==> src/rtl/lib_arbiter_pkg.sv <==
/*
 * Shared definitions of the pixel readout arbiter
 *  - default side length of the pixel array
 *  - default side length of one arbitration group
 *  - state encoding of the group arbiter FSM
 */
`default_nettype none

package lib_arbiter_pkg;

    // Default geometry, overridden from the top level
    localparam int PIXELS_DEF     = 8;                  // Pixels per array side
    localparam int GROUP_SIZE_DEF = 4;                  // Pixels per group side

    // Group arbiter FSM
    // GRANT lasts one cycle after a new choice, WAIT holds it until release
    typedef enum logic [1:0]
    {
        ARB_IDLE  = 2'd0,                               // No grant, looking for requests
        ARB_GRANT = 2'd1,                               // Grant issued this cycle
        ARB_WAIT  = 2'd2                                // Grant held, waiting for release
    } arb_state_e;

endpackage : lib_arbiter_pkg

`default_nettype wire
==> src/rtl/pixel_readout_top.sv <==
/*
 * Readout arbiter of an event-driven pixel array
 *  - sticky event latch in front of two arbitration levels
 *  - group level picks a pixel inside the enabled group
 *  - top arbiter picks one requesting group
 *  - valid/acknowledge event port with full-array row and column
 */
`timescale 1ns/1ps
`default_nettype none

module pixel_readout_top #(
    parameter  int PIXELS     = lib_arbiter_pkg::PIXELS_DEF,      // Pixels per array side
    parameter  int GROUP_SIZE = lib_arbiter_pkg::GROUP_SIZE_DEF,  // Pixels per group side
    localparam int ADD_W      = (PIXELS > 1) ? $clog2(PIXELS) : 1 // Address width
) (
    input  wire logic                           clk_i,          // Clock
    input  wire logic                           rst_n_i,        // Async reset, active low
    input  wire logic [PIXELS-1:0][PIXELS-1:0]  event_i,        // Event pulse matrix
    input  wire logic                           event_ack_i,    // Reader accepts the event
    output logic                                event_valid_o,  // Event presented
    output logic      [ADD_W-1:0]               event_x_o,      // Row of the event
    output logic      [ADD_W-1:0]               event_y_o       // Column of the event
);

    localparam int GROUPS = PIXELS / GROUP_SIZE;                 // Groups per side

    logic [PIXELS-1:0][PIXELS-1:0] pending;                      // Latched events
    logic [PIXELS-1:0][PIXELS-1:0] pix_gnt;                      // Presented pixel
    logic [GROUPS-1:0][GROUPS-1:0] grp_req;                      // Groups with pending pixels
    logic [GROUPS-1:0][GROUPS-1:0] grp_gnt;                      // Enabled group
    logic                          grp_release;                  // Enabled group emptied

    pixel_event_latch #(
        .PIXELS         (PIXELS)
    ) u_latch (
        .clk_i          (clk_i),
        .rst_n_i        (rst_n_i),
        .event_i        (event_i),
        .clear_i        (pix_gnt),                               // Retire the presented pixel
        .ack_i          (event_ack_i),
        .pending_o      (pending)
    );

    pixel_groups_l1 #(
        .PIXELS         (PIXELS),
        .GROUP_SIZE     (GROUP_SIZE)
    ) u_groups (
        .clk_i          (clk_i),
        .rst_n_i        (rst_n_i),
        .set_i          (pending),
        .gnt_top_i      (grp_gnt),
        .grp_release_i  (event_ack_i),                           // Handshake releases the pixel
        .req_o          (grp_req),
        .gnt_o_high     (pix_gnt),
        .x_add_o        (event_x_o),
        .y_add_o        (event_y_o),
        .active_o       (event_valid_o),                         // Held pixel grant is the valid
        .grp_release_o  (grp_release)
    );

    // Top level arbiter over the group matrix, always enabled
    pixel_group_arbiter #(
        .SIZE           (GROUPS)
    ) u_top_arb (
        .clk_i          (clk_i),
        .rst_n_i        (rst_n_i),
        .enable_i       (1'b1),
        .req_i          (grp_req),
        .grp_release_i  (grp_release),                           // Moves on once a group is empty
        .req_o          (),
        .gnt_o          (grp_gnt),
        .x_add_o        (),
        .y_add_o        (),
        .active_o       (),
        .grp_release_o  ()
    );

endmodule : pixel_readout_top

`default_nettype wire

==> src/rtl/pixel_groups_l1.sv <==
/*
 * Group level of the readout arbiter
 *  - tiles the pixel matrix into square groups
 *  - one round-robin arbiter per group, enabled by the top grant
 *  - merges group grants into a full-size grant matrix
 *  - muxes address and release of the enabled group
 */
`timescale 1ns/1ps
`default_nettype none

module pixel_groups_l1 #(
    parameter  int PIXELS     = lib_arbiter_pkg::PIXELS_DEF,     // Pixels per array side
    parameter  int GROUP_SIZE = lib_arbiter_pkg::GROUP_SIZE_DEF, // Pixels per group side
    localparam int GROUPS     = PIXELS / GROUP_SIZE,             // Groups per side
    localparam int ADD_W      = (PIXELS > 1) ? $clog2(PIXELS) : 1 // Array address width
) (
    input  wire logic                           clk_i,          // Clock
    input  wire logic                           rst_n_i,        // Async reset, active low
    input  wire logic [PIXELS-1:0][PIXELS-1:0]  set_i,          // Pending pixel matrix
    input  wire logic [GROUPS-1:0][GROUPS-1:0]  gnt_top_i,      // One-hot group enable
    input  wire logic                           grp_release_i,  // Reader acknowledge
    output logic      [GROUPS-1:0][GROUPS-1:0]  req_o,          // One request per group
    output logic      [PIXELS-1:0][PIXELS-1:0]  gnt_o_high,     // Full-size pixel grant
    output logic      [ADD_W-1:0]               x_add_o,        // Row in the full array
    output logic      [ADD_W-1:0]               y_add_o,        // Column in the full array
    output logic                                active_o,       // Some group holds a grant
    output logic                                grp_release_o   // Enabled group is done
);

    localparam int NUM_GROUPS = GROUPS * GROUPS;                 // Total groups
    localparam int LOC_W      = (GROUP_SIZE > 1) ? $clog2(GROUP_SIZE) : 1;

    logic [NUM_GROUPS-1:0]             gnt_top_flat;             // Group enables, row-major
    logic [NUM_GROUPS-1:0]             req_flat;                 // Group requests, row-major
    logic [NUM_GROUPS-1:0]             act_flat;                 // Per-group active
    logic [NUM_GROUPS-1:0]             rel_flat;                 // Per-group release
    logic [NUM_GROUPS-1:0][ADD_W-1:0]  x_full;                   // Per-group full row
    logic [NUM_GROUPS-1:0][ADD_W-1:0]  y_full;                   // Per-group full column

    assign gnt_top_flat = gnt_top_i;
    assign req_o        = req_flat;

    for (genvar gr = 0; gr < GROUPS; gr++)
    begin : g_row
        for (genvar gc = 0; gc < GROUPS; gc++)
        begin : g_col
            localparam int G = gr * GROUPS + gc;                 // Flat group index

            logic [GROUP_SIZE-1:0][GROUP_SIZE-1:0] set_grp;      // Slice of set_i
            logic [GROUP_SIZE-1:0][GROUP_SIZE-1:0] gnt_grp;      // Grant of this group
            logic [LOC_W-1:0]                      x_loc;        // Local row
            logic [LOC_W-1:0]                      y_loc;        // Local column

            for (genvar r = 0; r < GROUP_SIZE; r++)
            begin : g_pr
                for (genvar c = 0; c < GROUP_SIZE; c++)
                begin : g_pc
                    // Same tile position in both directions
                    assign set_grp[r][c] = set_i[gr*GROUP_SIZE + r][gc*GROUP_SIZE + c];
                    assign gnt_o_high[gr*GROUP_SIZE + r][gc*GROUP_SIZE + c] = gnt_grp[r][c];
                end
            end

            pixel_group_arbiter #(
                .SIZE           (GROUP_SIZE)
            ) u_arb (
                .clk_i          (clk_i),
                .rst_n_i        (rst_n_i),
                .enable_i       (gnt_top_flat[G]),               // Top grant enables the group
                .req_i          (set_grp),
                .grp_release_i  (grp_release_i),
                .req_o          (req_flat[G]),
                .gnt_o          (gnt_grp),
                .x_add_o        (x_loc),
                .y_add_o        (y_loc),
                .active_o       (act_flat[G]),
                .grp_release_o  (rel_flat[G])
            );

            // Group origin plus local offset
            assign x_full[G] = ADD_W'(gr * GROUP_SIZE) + ADD_W'(x_loc);
            assign y_full[G] = ADD_W'(gc * GROUP_SIZE) + ADD_W'(y_loc);
        end
    end

    assign active_o = |act_flat;                                 // Only the enabled group can be active

    // Top grant is one-hot, so at most one group is selected
    always_comb
    begin
        x_add_o       = '0;
        y_add_o       = '0;
        grp_release_o = 1'b0;
        for (int g = 0; g < NUM_GROUPS; g++)
        begin
            if (gnt_top_flat[g])
            begin
                x_add_o       = x_full[g];
                y_add_o       = y_full[g];
                grp_release_o = rel_flat[g];
            end
        end
    end

endmodule : pixel_groups_l1

`default_nettype wire

==> src/rtl/pixel_group_arbiter.sv <==
/*
 * Round-robin arbiter over a square request matrix
 *  - picks the next request after the last grant in row-major order
 *  - holds the one-hot grant and local row/column address until release
 *  - flags group release when no other request remains
 *  - serves both the pixel groups and the group level above
 */
`timescale 1ns/1ps
`default_nettype none

module pixel_group_arbiter #(
    parameter  int SIZE  = lib_arbiter_pkg::GROUP_SIZE_DEF, // Side of the request matrix
    localparam int ADD_W = (SIZE > 1) ? $clog2(SIZE) : 1    // Local address width
) (
    input  wire logic                       clk_i,          // Clock
    input  wire logic                       rst_n_i,        // Async reset, active low
    input  wire logic                       enable_i,       // Grant from the level above
    input  wire logic [SIZE-1:0][SIZE-1:0]  req_i,          // Request matrix
    input  wire logic                       grp_release_i,  // Release of the held grant
    output logic                            req_o,          // Any request pending
    output logic      [SIZE-1:0][SIZE-1:0]  gnt_o,          // One-hot grant matrix
    output logic      [ADD_W-1:0]           x_add_o,        // Row of the granted request
    output logic      [ADD_W-1:0]           y_add_o,        // Column of the granted request
    output logic                            active_o,       // Grant held
    output logic                            grp_release_o   // Last request of this matrix done
);

    import lib_arbiter_pkg::*;

    localparam int N     = SIZE * SIZE;                 // Requests in the matrix
    localparam int IDX_W = (N > 1) ? $clog2(N) : 1;     // Flat index width

    arb_state_e        state_q;                         // FSM state
    arb_state_e        state_d;
    logic [N-1:0]      gnt_q;                           // Registered one-hot grant
    logic [N-1:0]      gnt_d;
    logic [IDX_W-1:0]  ptr_q;                           // Index granted last
    logic [IDX_W-1:0]  ptr_d;
    logic [N-1:0]      req_flat;                        // Requests, bit r*SIZE+c
    logic [IDX_W-1:0]  pick;                            // Next index in round-robin order
    logic              found;                           // Search hit

    assign req_flat = req_i;                            // Packed matrix is row-major already

    // Search starts just after the last grant and wraps once
    always_comb
    begin
        int cand;

        pick  = ptr_q;
        found = 1'b0;
        for (int i = 1; i <= N; i++)
        begin
            cand = int'(ptr_q) + i;
            if (cand >= N)
                cand = cand - N;                        // Wrap to row 0
            if (!found && req_flat[cand])
            begin
                found = 1'b1;                           // First hit wins
                pick  = IDX_W'(cand);
            end
        end
    end

    always_comb
    begin
        state_d = state_q;
        gnt_d   = gnt_q;
        ptr_d   = ptr_q;
        case (state_q)
            ARB_IDLE:
            begin
                if (enable_i && found)                  // Enabled and something to serve
                begin
                    gnt_d       = '0;
                    gnt_d[pick] = 1'b1;                 // One-hot grant
                    ptr_d       = pick;                 // Remember for round-robin
                    state_d     = ARB_GRANT;
                end
            end
            ARB_GRANT:
            begin
                if (grp_release_i)
                begin
                    gnt_d   = '0;                       // Released on the first cycle
                    state_d = ARB_IDLE;
                end
                else
                begin
                    state_d = ARB_WAIT;
                end
            end
            ARB_WAIT:
            begin
                if (grp_release_i)
                begin
                    gnt_d   = '0;                       // Re-arbitrate from idle next cycle
                    state_d = ARB_IDLE;
                end
            end
            default:
            begin
                gnt_d   = '0;                           // Unused encoding recovers to idle
                state_d = ARB_IDLE;
            end
        endcase
    end

    always_ff @(posedge clk_i or negedge rst_n_i)
    begin
        if (!rst_n_i)
        begin
            state_q <= ARB_IDLE;
            gnt_q   <= '0;
            ptr_q   <= IDX_W'(N - 1);                   // First search starts at index 0
        end
        else
        begin
            state_q <= state_d;
            gnt_q   <= gnt_d;
            ptr_q   <= ptr_d;
        end
    end

    assign req_o    = |req_flat;                        // Request to the level above
    assign gnt_o    = gnt_q;
    assign active_o = (state_q != ARB_IDLE);
    assign x_add_o  = ADD_W'(ptr_q / SIZE);             // Pointer holds the granted index
    assign y_add_o  = ADD_W'(ptr_q % SIZE);

    // Only the granted request is left, so the level above may move on
    assign grp_release_o = grp_release_i & active_o & ~(|(req_flat & ~gnt_q));

endmodule : pixel_group_arbiter

`default_nettype wire

==> src/rtl/pixel_event_latch.sv <==
/*
 * Sticky per-pixel event register
 *  - one pending bit per pixel, set by a one-cycle event pulse
 *  - cleared by the pixel grant on an acknowledge cycle
 *  - a pulse coinciding with the clear keeps the pixel pending
 */
`timescale 1ns/1ps
`default_nettype none

module pixel_event_latch #(
    parameter int PIXELS = lib_arbiter_pkg::PIXELS_DEF  // Pixels per array side
) (
    input  wire logic                           clk_i,      // Clock
    input  wire logic                           rst_n_i,    // Async reset, active low
    input  wire logic [PIXELS-1:0][PIXELS-1:0]  event_i,    // Event pulses from the array
    input  wire logic [PIXELS-1:0][PIXELS-1:0]  clear_i,    // Grant matrix of the read pixel
    input  wire logic                           ack_i,      // Reader acknowledge
    output logic      [PIXELS-1:0][PIXELS-1:0]  pending_o   // Pending events to arbitration
);

    localparam int N = PIXELS * PIXELS;                 // Total pixel count

    logic [N-1:0] pending_q;                            // Sticky event bits, row-major
    logic [N-1:0] retire;                               // Pixels read out this cycle

    // The grant alone does not retire a pixel, only the handshake does
    assign retire = ack_i ? clear_i : '0;

    always_ff @(posedge clk_i or negedge rst_n_i)
    begin
        if (!rst_n_i)
        begin
            pending_q <= '0;                            // Nothing pending after reset
        end
        else
        begin
            // New pulse is ORed last so it wins over the clear
            pending_q <= (pending_q & ~retire) | event_i;
        end
    end

    assign pending_o = pending_q;                       // Flat bits map back to [row][col]

endmodule : pixel_event_latch

`default_nettype wire

==> config.mk <==
export PLATFORM = sky130hd
export DESIGN_NAME = pixel_readout_top
export DESIGN_NICKNAME = d
export VERILOG_FILES = /design/src/rtl/lib_arbiter_pkg.sv /design/src/rtl/pixel_readout_top.sv /design/src/rtl/pixel_groups_l1.sv /design/src/rtl/pixel_group_arbiter.sv /design/src/rtl/pixel_event_latch.sv
export SDC_FILE = /design/constraint.sdc
export NUM_CORES = 1
export LEC_CHECK = 0
export BUFFER_PORTS_ARGS = -buffer_cell sky130_fd_sc_hd__buf_4
export CAP_MARGIN = 20
export CORE_MARGIN = 2
export CORE_UTILIZATION = 67
export CTS_CLUSTER_SIZE = 30
export DETAILED_ROUTE_END_ITERATION = 16
export PLACE_DENSITY = 0.86
export SLEW_MARGIN = 20
export SYNTH_ARGS = -nofsm -noshare
export SYNTH_HDL_FRONTEND = slang
export SYNTH_SLANG_ARGS = --single-unit
==> constraint.sdc <==
create_clock -name clk_i -period 15.2 [get_ports clk_i]
set_input_delay 2.28 -clock clk_i [delete_from_list [all_inputs] [get_ports clk_i]]
set_output_delay 2.28 -clock clk_i [all_outputs]
set_load 0.1 [all_outputs]
==> results of run 1 <==
[metrics by stage]
stage                     setup WS [ps]  hold slack [ps]  util (%)
after global placement             9320              480      70.1
after detailed placement           9180              499      70.1
after CTS                          9160              508      72.5
after floorplan                    9280              463         -
after global routing               8500              552      72.5
final                              9060              510      72.5
[worst max-delay path by stage]
stage	startpoint	end	slack (ps)	depth (start not counted)
after detailed placement	u_groups.g_row[1].g_col[0].u_arb.ptr_q[0]$_DFFE_PN1P_	u_groups.g_row[1].g_col[0].u_arb.gnt_o[6]$_DFFE_PN0P_	9180	12
after global routing	u_groups.g_row[1].g_col[0].u_arb.ptr_q[0]$_DFFE_PN1P_	u_groups.g_row[1].g_col[0].u_arb.gnt_o[2]$_DFFE_PN0P_	8500	12
after CTS	u_groups.g_row[1].g_col[0].u_arb.ptr_q[0]$_DFFE_PN1P_	u_groups.g_row[1].g_col[0].u_arb.gnt_o[6]$_DFFE_PN0P_	9160	12
after floorplan	u_groups.g_row[1].g_col[1].u_arb.ptr_q[2]$_DFFE_PN1P_	event_x_o[0]	9280	5
after global placement	u_groups.g_row[1].g_col[0].u_arb.ptr_q[0]$_DFFE_PN1P_	u_groups.g_row[1].g_col[0].u_arb.gnt_o[6]$_DFFE_PN0P_	9320	12
final	u_groups.g_row[1].g_col[0].u_arb.ptr_q[0]$_DFFE_PN1P_	u_groups.g_row[1].g_col[0].u_arb.gnt_o[6]$_DFFE_PN0P_	9060	12
[logic make-up after synthesis]
| logic type | after synthesis | share of synthesized area [%] |
|---|---|---|
| buf+inv | 231 | 5.79 |
| flops | 160 | 23.6 |
| compound gates | 537 | 22.3 |
| mux | 272 | 25.9 |
| simple gates | 565 | 16.5 |
| xor+xnor | 47 | 2.46 |
| fa+ha+maj | 47 | 3.45 |
[flip-flops by register name, summed over array words and instances, names as in the netlist]
register	count
u_latch.pending_o	64
u_groups.g_row.g_col.u_arb.state_q	8
u_top_arb.state_q	2
u_top_arb.gnt_o	4
u_top_arb.ptr_q	2
u_groups.g_row.g_col.u_arb.gnt_o	64
u_groups.g_row.g_col.u_arb.ptr_q	16
[worst max-delay path, delay by kind of cell (launching register included)]
| kind | cells | cell delay (ps) |
|---|---|---|
| AOI/OAI and AO/OA | 6 | 1900 |
| DFF | 1 | 1180 |
| muxes | 2 | 1100 |
| adders and majority gates | 1 | 950 |
| buffers and inverters | 2 | 820 |
| and+or+nand+nor | 1 | 100 |
[power by group through the flow]
stage	sequential [mW]	combinational [mW]	clock [mW]
5_1_grt	0.428	0.0446	0.455
3_3_place_gp	0.436	0.0391	0
6_report	0.429	0.0404	0.435
4_1_cts	0.428	0.0402	0.437
2_1_floorplan	0.436	0.0136	0
3_5_place_dp	0.436	0.0399	0
[placed cells by master, fill, tap and decap left out, types with 9 or more instances in the layout]
master	count
sky130_fd_sc_hd__nand2b_1	20
sky130_fd_sc_hd__and2_1	13
sky130_fd_sc_hd__a221oi_1	12
sky130_fd_sc_hd__a32o_1	12
sky130_fd_sc_hd__nor4_1	26
sky130_fd_sc_hd__xor2_1	11
sky130_fd_sc_hd__nand4_1	19
sky130_fd_sc_hd__a22o_1	30
sky130_fd_sc_hd__a211oi_1	14
sky130_fd_sc_hd__mux2i_1	89
sky130_fd_sc_hd__nor2_1	97
sky130_fd_sc_hd__a2111oi_0	9
sky130_fd_sc_hd__dfrtp_1	142
sky130_fd_sc_hd__o21ai_1	14
sky130_fd_sc_hd__mux4_2	118
sky130_fd_sc_hd__o21ai_0	93
sky130_fd_sc_hd__o31ai_1	25
sky130_fd_sc_hd__a311oi_1	10
sky130_fd_sc_hd__o22ai_1	31
sky130_fd_sc_hd__nor3b_1	12
sky130_fd_sc_hd__ha_1	47
sky130_fd_sc_hd__dfstp_2	18
sky130_fd_sc_hd__clkbuf_16	17
sky130_fd_sc_hd__buf_4	79
sky130_fd_sc_hd__nand3_1	46
sky130_fd_sc_hd__a31oi_1	14
sky130_fd_sc_hd__a21oi_1	76
sky130_fd_sc_hd__nor2b_1	22
sky130_fd_sc_hd__o211ai_1	17
sky130_fd_sc_hd__nand2_1	221
sky130_fd_sc_hd__nor3_1	23
sky130_fd_sc_hd__and3_1	12
sky130_fd_sc_hd__a21o_1	73
sky130_fd_sc_hd__mux2_2	54
sky130_fd_sc_hd__inv_1	121
sky130_fd_sc_hd__xnor2_1	35
[layout make-up]
| type | count | area [um2] | share of cell area [%] |
|---|---|---|---|
| clock inverter | 13 | 150 | 0.827 |
| tap | 330 | 413 | 2.27 |
| sequential | 160 | 4030 | 22.2 |
| inverter | 128 | 480 | 2.65 |
| multi-input combinational | 1468 | 12000 | 66.2 |
| clock buffer | 19 | 453 | 2.49 |
| timing repair buffer | 81 | 616 | 3.39 |
[routing by layer]
metal | global-route usage [%] | share of wire [%] | up-vias
met1 | 53.0 | 38 | 7919
met2 | 65.1 | 49 | 1176
met5 | 0 | 0 | -
met3 | 5.54 | 9.5 | 191
met4 | 15.0 | 3.7 | 0
li1 | - | - | 7103
==> summary.json, run 1 <==
{
  "worst_setup_path": {
    "r2r_start": "u_groups.g_row[1].g_col[0].u_arb.ptr_q[0]$_DFFE_PN1P_",
    "critPathCaptureType": "register",
    "arrival_ps": 6510,
    "timing.critical_path.slowest_stage_cell": "sky130_fd_sc_hd__dfstp_2",
    "maximum_fanout_along_the_worst_path": 41,
    "path_cells": "inv_1 > ha_1 > clkinv_1 > mux4_2 > mux2i_1 > nor2_1 > o311ai_0 > a31oi_1 > a211oi_1 > a311oi_1 > o21ai_1 > a32o_2",
    "r2r.worst_path.cells": 12,
    "cpPeakStageDelay_ps": 1180,
    "r2r_slack_ps": 9060,
    "r2r_end": "u_groups.g_row[1].g_col[0].u_arb.gnt_o[6]$_DFFE_PN0P_",
    "critical_path_class": "register to register",
    "timing.critical_path.from_type": "register",
    "worst_ep_required_time_ps": 15570
  },
  "grt": {
    "globalRoute.totalOverflow": 0,
    "grt_max_degree": 86,
    "grt_first_pass_wirelength_um": 83500,
    "grt_util_all_layers_pct": 39.4,
    "grt_pass1_vias": 15528,
    "grt_antenna_before_repair": 0
  },
  "final_layout": {
    "finalNonFillerCells": 2199,
    "post_route_cells_drive_above_1_share_pct": 18.6,
    "design_area_mm2": 0.0182,
    "n_antenna_cell": 0,
    "n_fill_cell": 1823,
    "finish.net_count": 1970,
    "area_growth_pct": 6.64
  },
  "timing": {
    "worst-slew-pin-transition_ps": 1030,
    "setup_tns_ps": 0,
    "post-route-min-period_ps": 6140,
    "final.setup_skew_ps": 11.3,
    "rsz_0062_raised_after_global_routing": "false",
    "hold_violation_total_from_the_final_report": 0,
    "period_share_pct": 40.4,
    "maxClockFrequency_mhz": 163,
    "maxSlewHeadroom_pct": 30.5,
    "timing_max_transition_violations_final": 0,
    "setup_viol": 0
  },
  "yosys": {
    "synth_seq_cells": 160,
    "synthMostInstantiatedCell": "sky130_fd_sc_hd__nand2_1",
    "yosys.cell_types.count": 106,
    "synth_largest_area_cell": "sky130_fd_sc_hd__dfrtp_1",
    "synth-main-ff-cell": "sky130_fd_sc_hd__dfrtp_1",
    "synth_top_area_share_pct": 20.9,
    "yosysWarningCount": 0,
    "largest_cells_by_area_after_synthesis": "sky130_fd_sc_hd__dfrtp_1, sky130_fd_sc_hd__mux4_2, sky130_fd_sc_hd__mux2i_1, sky130_fd_sc_hd__nand2_1, sky130_fd_sc_hd__mux2_2",
    "synth_area_per_cell_um2": 9.16,
    "syn_nets": 1973,
    "post_synth_inst_count": 1859,
    "postSynth.asyncResetShare_pct": 100,
    "syn-cell-area_mm2": 0.0170,
    "ys_seq_area_share_pct": 23.6,
    "yosys-top-cells-count": "sky130_fd_sc_hd__nand2_1, sky130_fd_sc_hd__dfrtp_1, sky130_fd_sc_hd__inv_1",
    "synth_edf_count": 0
  },
  "route": {
    "first_pass_detailed_route_iteration_total": 9,
    "detailedRoute.firstIterationViolations": 2358,
    "final_wl_um": 51900,
    "drc": 0,
    "dr_vias": 16389,
    "routed_wire_length_per_instance_um": 23.6,
    "ant_nets": 0,
    "post_dr_vias_cell": 7.45
  },
  "run": {
    "maxCapViolCount": 0
  },
  "placement": {
    "dp_hpwl_um": 37400,
    "numPlacedInstances": 2167,
    "placement.io_buffers": 73,
    "placement.cell_area_mm2": 0.0175,
    "globalplace.congestion": 1.00
  },
  "clock_network": {
    "clk_pin_slew_ps": 70,
    "worstSkewPairLatency_ps": 440,
    "htree_levels": 4,
    "cts_buffers": 17,
    "tritoncts": "yes",
    "cts_num_sinks": 160,
    "cts_max_path_buffers": 2,
    "hold_buffers": 0,
    "cts_resized": 0,
    "post-cts-setup-buffers": 0,
    "cts-root-buf": "sky130_fd_sc_hd__clkbuf_16"
  },
  "power": {
    "power.combinational.fraction_pct": 4.5,
    "fin_total_pwr_mw": 0.904,
    "switching_power_mw": 0.209,
    "intPower_mw": 0.695,
    "power_per_cell_area_mw_per_mm2": 49.8,
    "clock_power_share_pct": 48.1,
    "leak_pwr_nw": 6.53,
    "irDropWorstVdd_uv": 97.1,
    "netSwitchingFraction_pct": 23.1,
    "sequential_fraction_of_design_power_pct": 47.4
  },
  "run_status": {
    "result_of_the_run": "completed"
  },
  "hold_path": {
    "holdCritStartpoint": "u_top_arb.ptr_q[0]$_DFFE_PN1P_",
    "min-delay-path-class": "register to register",
    "timing.hold.worst_endpoint": "u_top_arb.ptr_q[0]$_DFFE_PN1P_",
    "hold_path_depth": 2
  },
  "floorplan": {
    "number_of_rows_created_at_floorplan": 58,
    "die-height_um": 163,
    "design.portCount": 74,
    "floorplan.initialDensity_pct": 68.0,
    "core_area_mm2": 0.0250,
    "die_area_mm2": 0.0267,
    "die_w_um": 163
  }
}
Power figures use the tool's default switching activity.
==> inputs of run 2 (changes only) <==
--- a/config.mk
+++ b/config.mk
@@ -8,10 +8,10 @@
 export BUFFER_PORTS_ARGS = -buffer_cell sky130_fd_sc_hd__buf_4
 export CAP_MARGIN = 20
 export CORE_MARGIN = 2
-export CORE_UTILIZATION = 67
+export CORE_UTILIZATION = 58
 export CTS_CLUSTER_SIZE = 30
 export DETAILED_ROUTE_END_ITERATION = 16
-export PLACE_DENSITY = 0.86
+export PLACE_DENSITY = 0.79
 export SLEW_MARGIN = 20
 export SYNTH_ARGS = -nofsm -noshare
 export SYNTH_HDL_FRONTEND = slang
==> constraint.sdc (replaced) <==
create_clock -name clk_i -period 5.12 [get_ports clk_i]
set_input_delay 0.768 -clock clk_i [delete_from_list [all_inputs] [get_ports clk_i]]
set_output_delay 0.768 -clock clk_i [all_outputs]
set_load 0.1 [all_outputs]
==> run 2 against run 1 <==
Effect of this change: core utilization fell by 8.5 points; fmax grew 26%; final area increased by 1.6%; combinational power rose to 3.0 times the previous value; largest cell class unchanged.
==> summary.json, run 2 (synthesis results as in run 1) <==
{
  "power": {
    "irDropWorstVdd_uv": 268,
    "leak_pwr_nw": 6.67,
    "power_per_cell_area_mw_per_mm2": 140
  },
  "timing": {
    "maxClockFrequency_mhz": 206,
    "final.setup_skew_ps": 9.28,
    "post-route-min-period_ps": 4850,
    "holdWs_ps": 329,
    "timing_max_transition_violations_final": 0,
    "setup_viol": 0,
    "maxSlewHeadroom_pct": 40.6,
    "setup_tns_ps": 0,
    "hold_violation_total_from_the_final_report": 0,
    "worst-slew-pin-transition_ps": 888,
    "rsz_0062_raised_after_global_routing": "false",
    "final_setup_margin_ps": 266,
    "period_share_pct": 94.8
  },
  "placement": {
    "globalplace.congestion": 0.987,
    "worst_slack_placed_ps": 177,
    "numPlacedInstances": 2258,
    "placement.io_buffers": 73,
    "placement.cell_area_mm2": 0.0179,
    "dp_hpwl_um": 38600
  },
  "grt": {
    "grt_util_all_layers_pct": 33.8,
    "globalRoute.totalOverflow": 0,
    "grt_max_degree": 76,
    "grt_first_pass_wirelength_um": 83600,
    "grt_antenna_before_repair": 0,
    "grt_pass1_vias": 15380
  },
  "worst_setup_path": {
    "timing.critical_path.from_type": "register",
    "crit_family": "simple AND/OR/NAND/NOR gates",
    "critical_path_class": "register to register",
    "r2r_start": "u_groups.g_row[1].g_col[0].u_arb.ptr_q[2]$_DFFE_PN1P_",
    "timing.critical_path.slowest_stage_cell": "sky130_fd_sc_hd__dfstp_4",
    "cpPeakStageDelay_ps": 810,
    "worst_ep_required_time_ps": 5490,
    "worst_setup_path_startpoint": "u_groups.g_row[1].g_col[0].u_arb.ptr_q[2]$_DFFE_PN1P_",
    "arrival_ps": 5220,
    "cp_bufs_invs": 2,
    "critPathCaptureType": "register",
    "path_cells": "inv_1 > ha_1 > clkinv_1 > mux2_2 > a221o_2 > and2b_1 > nand4_4 > or3_4 > or2_1 > o21ai_1 > a32o_2",
    "maximum_fanout_along_the_worst_path": 23,
    "r2r_slack_ps": 270
  },
  "route": {
    "routed_wire_length_per_instance_um": 22.7,
    "detailedRoute.firstIterationViolations": 1704,
    "dr_vias": 16208,
    "drc": 0,
    "post_dr_vias_cell": 7.08,
    "final_wl_um": 51900,
    "ant_nets": 0,
    "first_pass_detailed_route_iteration_total": 9
  },
  "clock_network": {
    "cts-root-buf": "sky130_fd_sc_hd__clkbuf_16",
    "worstSkewPairLatency_ps": 440,
    "cts_num_sinks": 160,
    "clk_pin_slew_ps": 70,
    "post-cts-setup-buffers": 0,
    "htree_levels": 4,
    "cts_buffers": 17,
    "tritoncts": "yes",
    "cts_max_path_buffers": 2
  },
  "final_layout": {
    "most-common-layout-cells": "sky130_fd_sc_hd__nand2_1, sky130_fd_sc_hd__dfrtp_1, sky130_fd_sc_hd__inv_1",
    "mostFrequentLayoutCell": "sky130_fd_sc_hd__nand2_1",
    "area_growth_pct": 8.30,
    "design_area_mm2": 0.0184,
    "n_antenna_cell": 0,
    "finalNonFillerCells": 2290,
    "post_route_cells_drive_above_1_share_pct": 20.1,
    "finish.net_count": 2007
  },
  "floorplan": {
    "die_w_um": 175,
    "number_of_rows_created_at_floorplan": 62,
    "die_area_mm2": 0.0307,
    "floorplan.initialDensity_pct": 59.2,
    "design.portCount": 74,
    "die-height_um": 175,
    "core_area_mm2": 0.0288
  },
  "run": {
    "maxCapViolCount": 0
  },
  "hold_path": {
    "min-delay-path-class": "input pin to async pin"
  },
  "run_status": {
    "result_of_the_run": "completed"
  }
}
-- run 2: area by class of cell --
| class | instances | area, um2 |
|---|---|---|
| clock buffer | 19 | 433 |
| clock inverter | 13 | 105 |
| fill | 2417 | 10300 |
| inverter | 128 | 480 |
| multi-input combinational | 1468 | 12000 |
| sequential | 160 | 4030 |
| tap | 384 | 480 |
| timing repair buffer | 118 | 890 |
-- run 2: timing repair --
action / in CTS / in global routing
setup endpoints to repair: 0 / 16
hold buffers: 0 / 0
resized for setup: 0 / 2
-- run 2: worst paths after layout --
kind / cells past startpoint / to
max reg2reg: 11 / u_groups.g_row[1].g_col[0].u_arb.gnt_o[6]$_DFFE_PN0P_
max: 11 / u_groups.g_row[1].g_col[0].u_arb.gnt_o[6]$_DFFE_PN0P_
min: 1 / u_latch.pending_o[11]$_DFF_PN0_
min in group clk_i: 2 / u_top_arb.ptr_q[0]$_DFFE_PN1P_
max in group asynchronous: 2 / u_groups.g_row[1].g_col[1].u_arb.gnt_o[4]$_DFFE_PN0P_
min reg2reg: 2 / u_top_arb.ptr_q[0]$_DFFE_PN1P_
-- run 2: report_power, final --
part / switching (mW) / total, mW / internal (mW) / leakage (nW)
logic: 0.0744 / 0.120 / 0.0453 / 4.60
clock network: 0.552 / 1.18 / 0.629 / 0.245
registers: 0.00473 / 1.27 / 1.27 / 1.83
-- run 2: metrics by stage --
step                util (%)  total power, mW
finish                  64.1             2.57
global route            64.1             2.65
CTS                     64.0             2.58
detailed placement      62.2             1.41
global placement        62.2             1.41
floorplan                  -             1.33
-- run 2: routing by layer --
metal	share of wire [%]	vias up	GRT usage, %
met3	8.3	151	5.06
li1	-	7183	-
met2	47	858	55.2
met5	0	-	0
met1	41	8016	46.4
met4	3.2	0	11.2
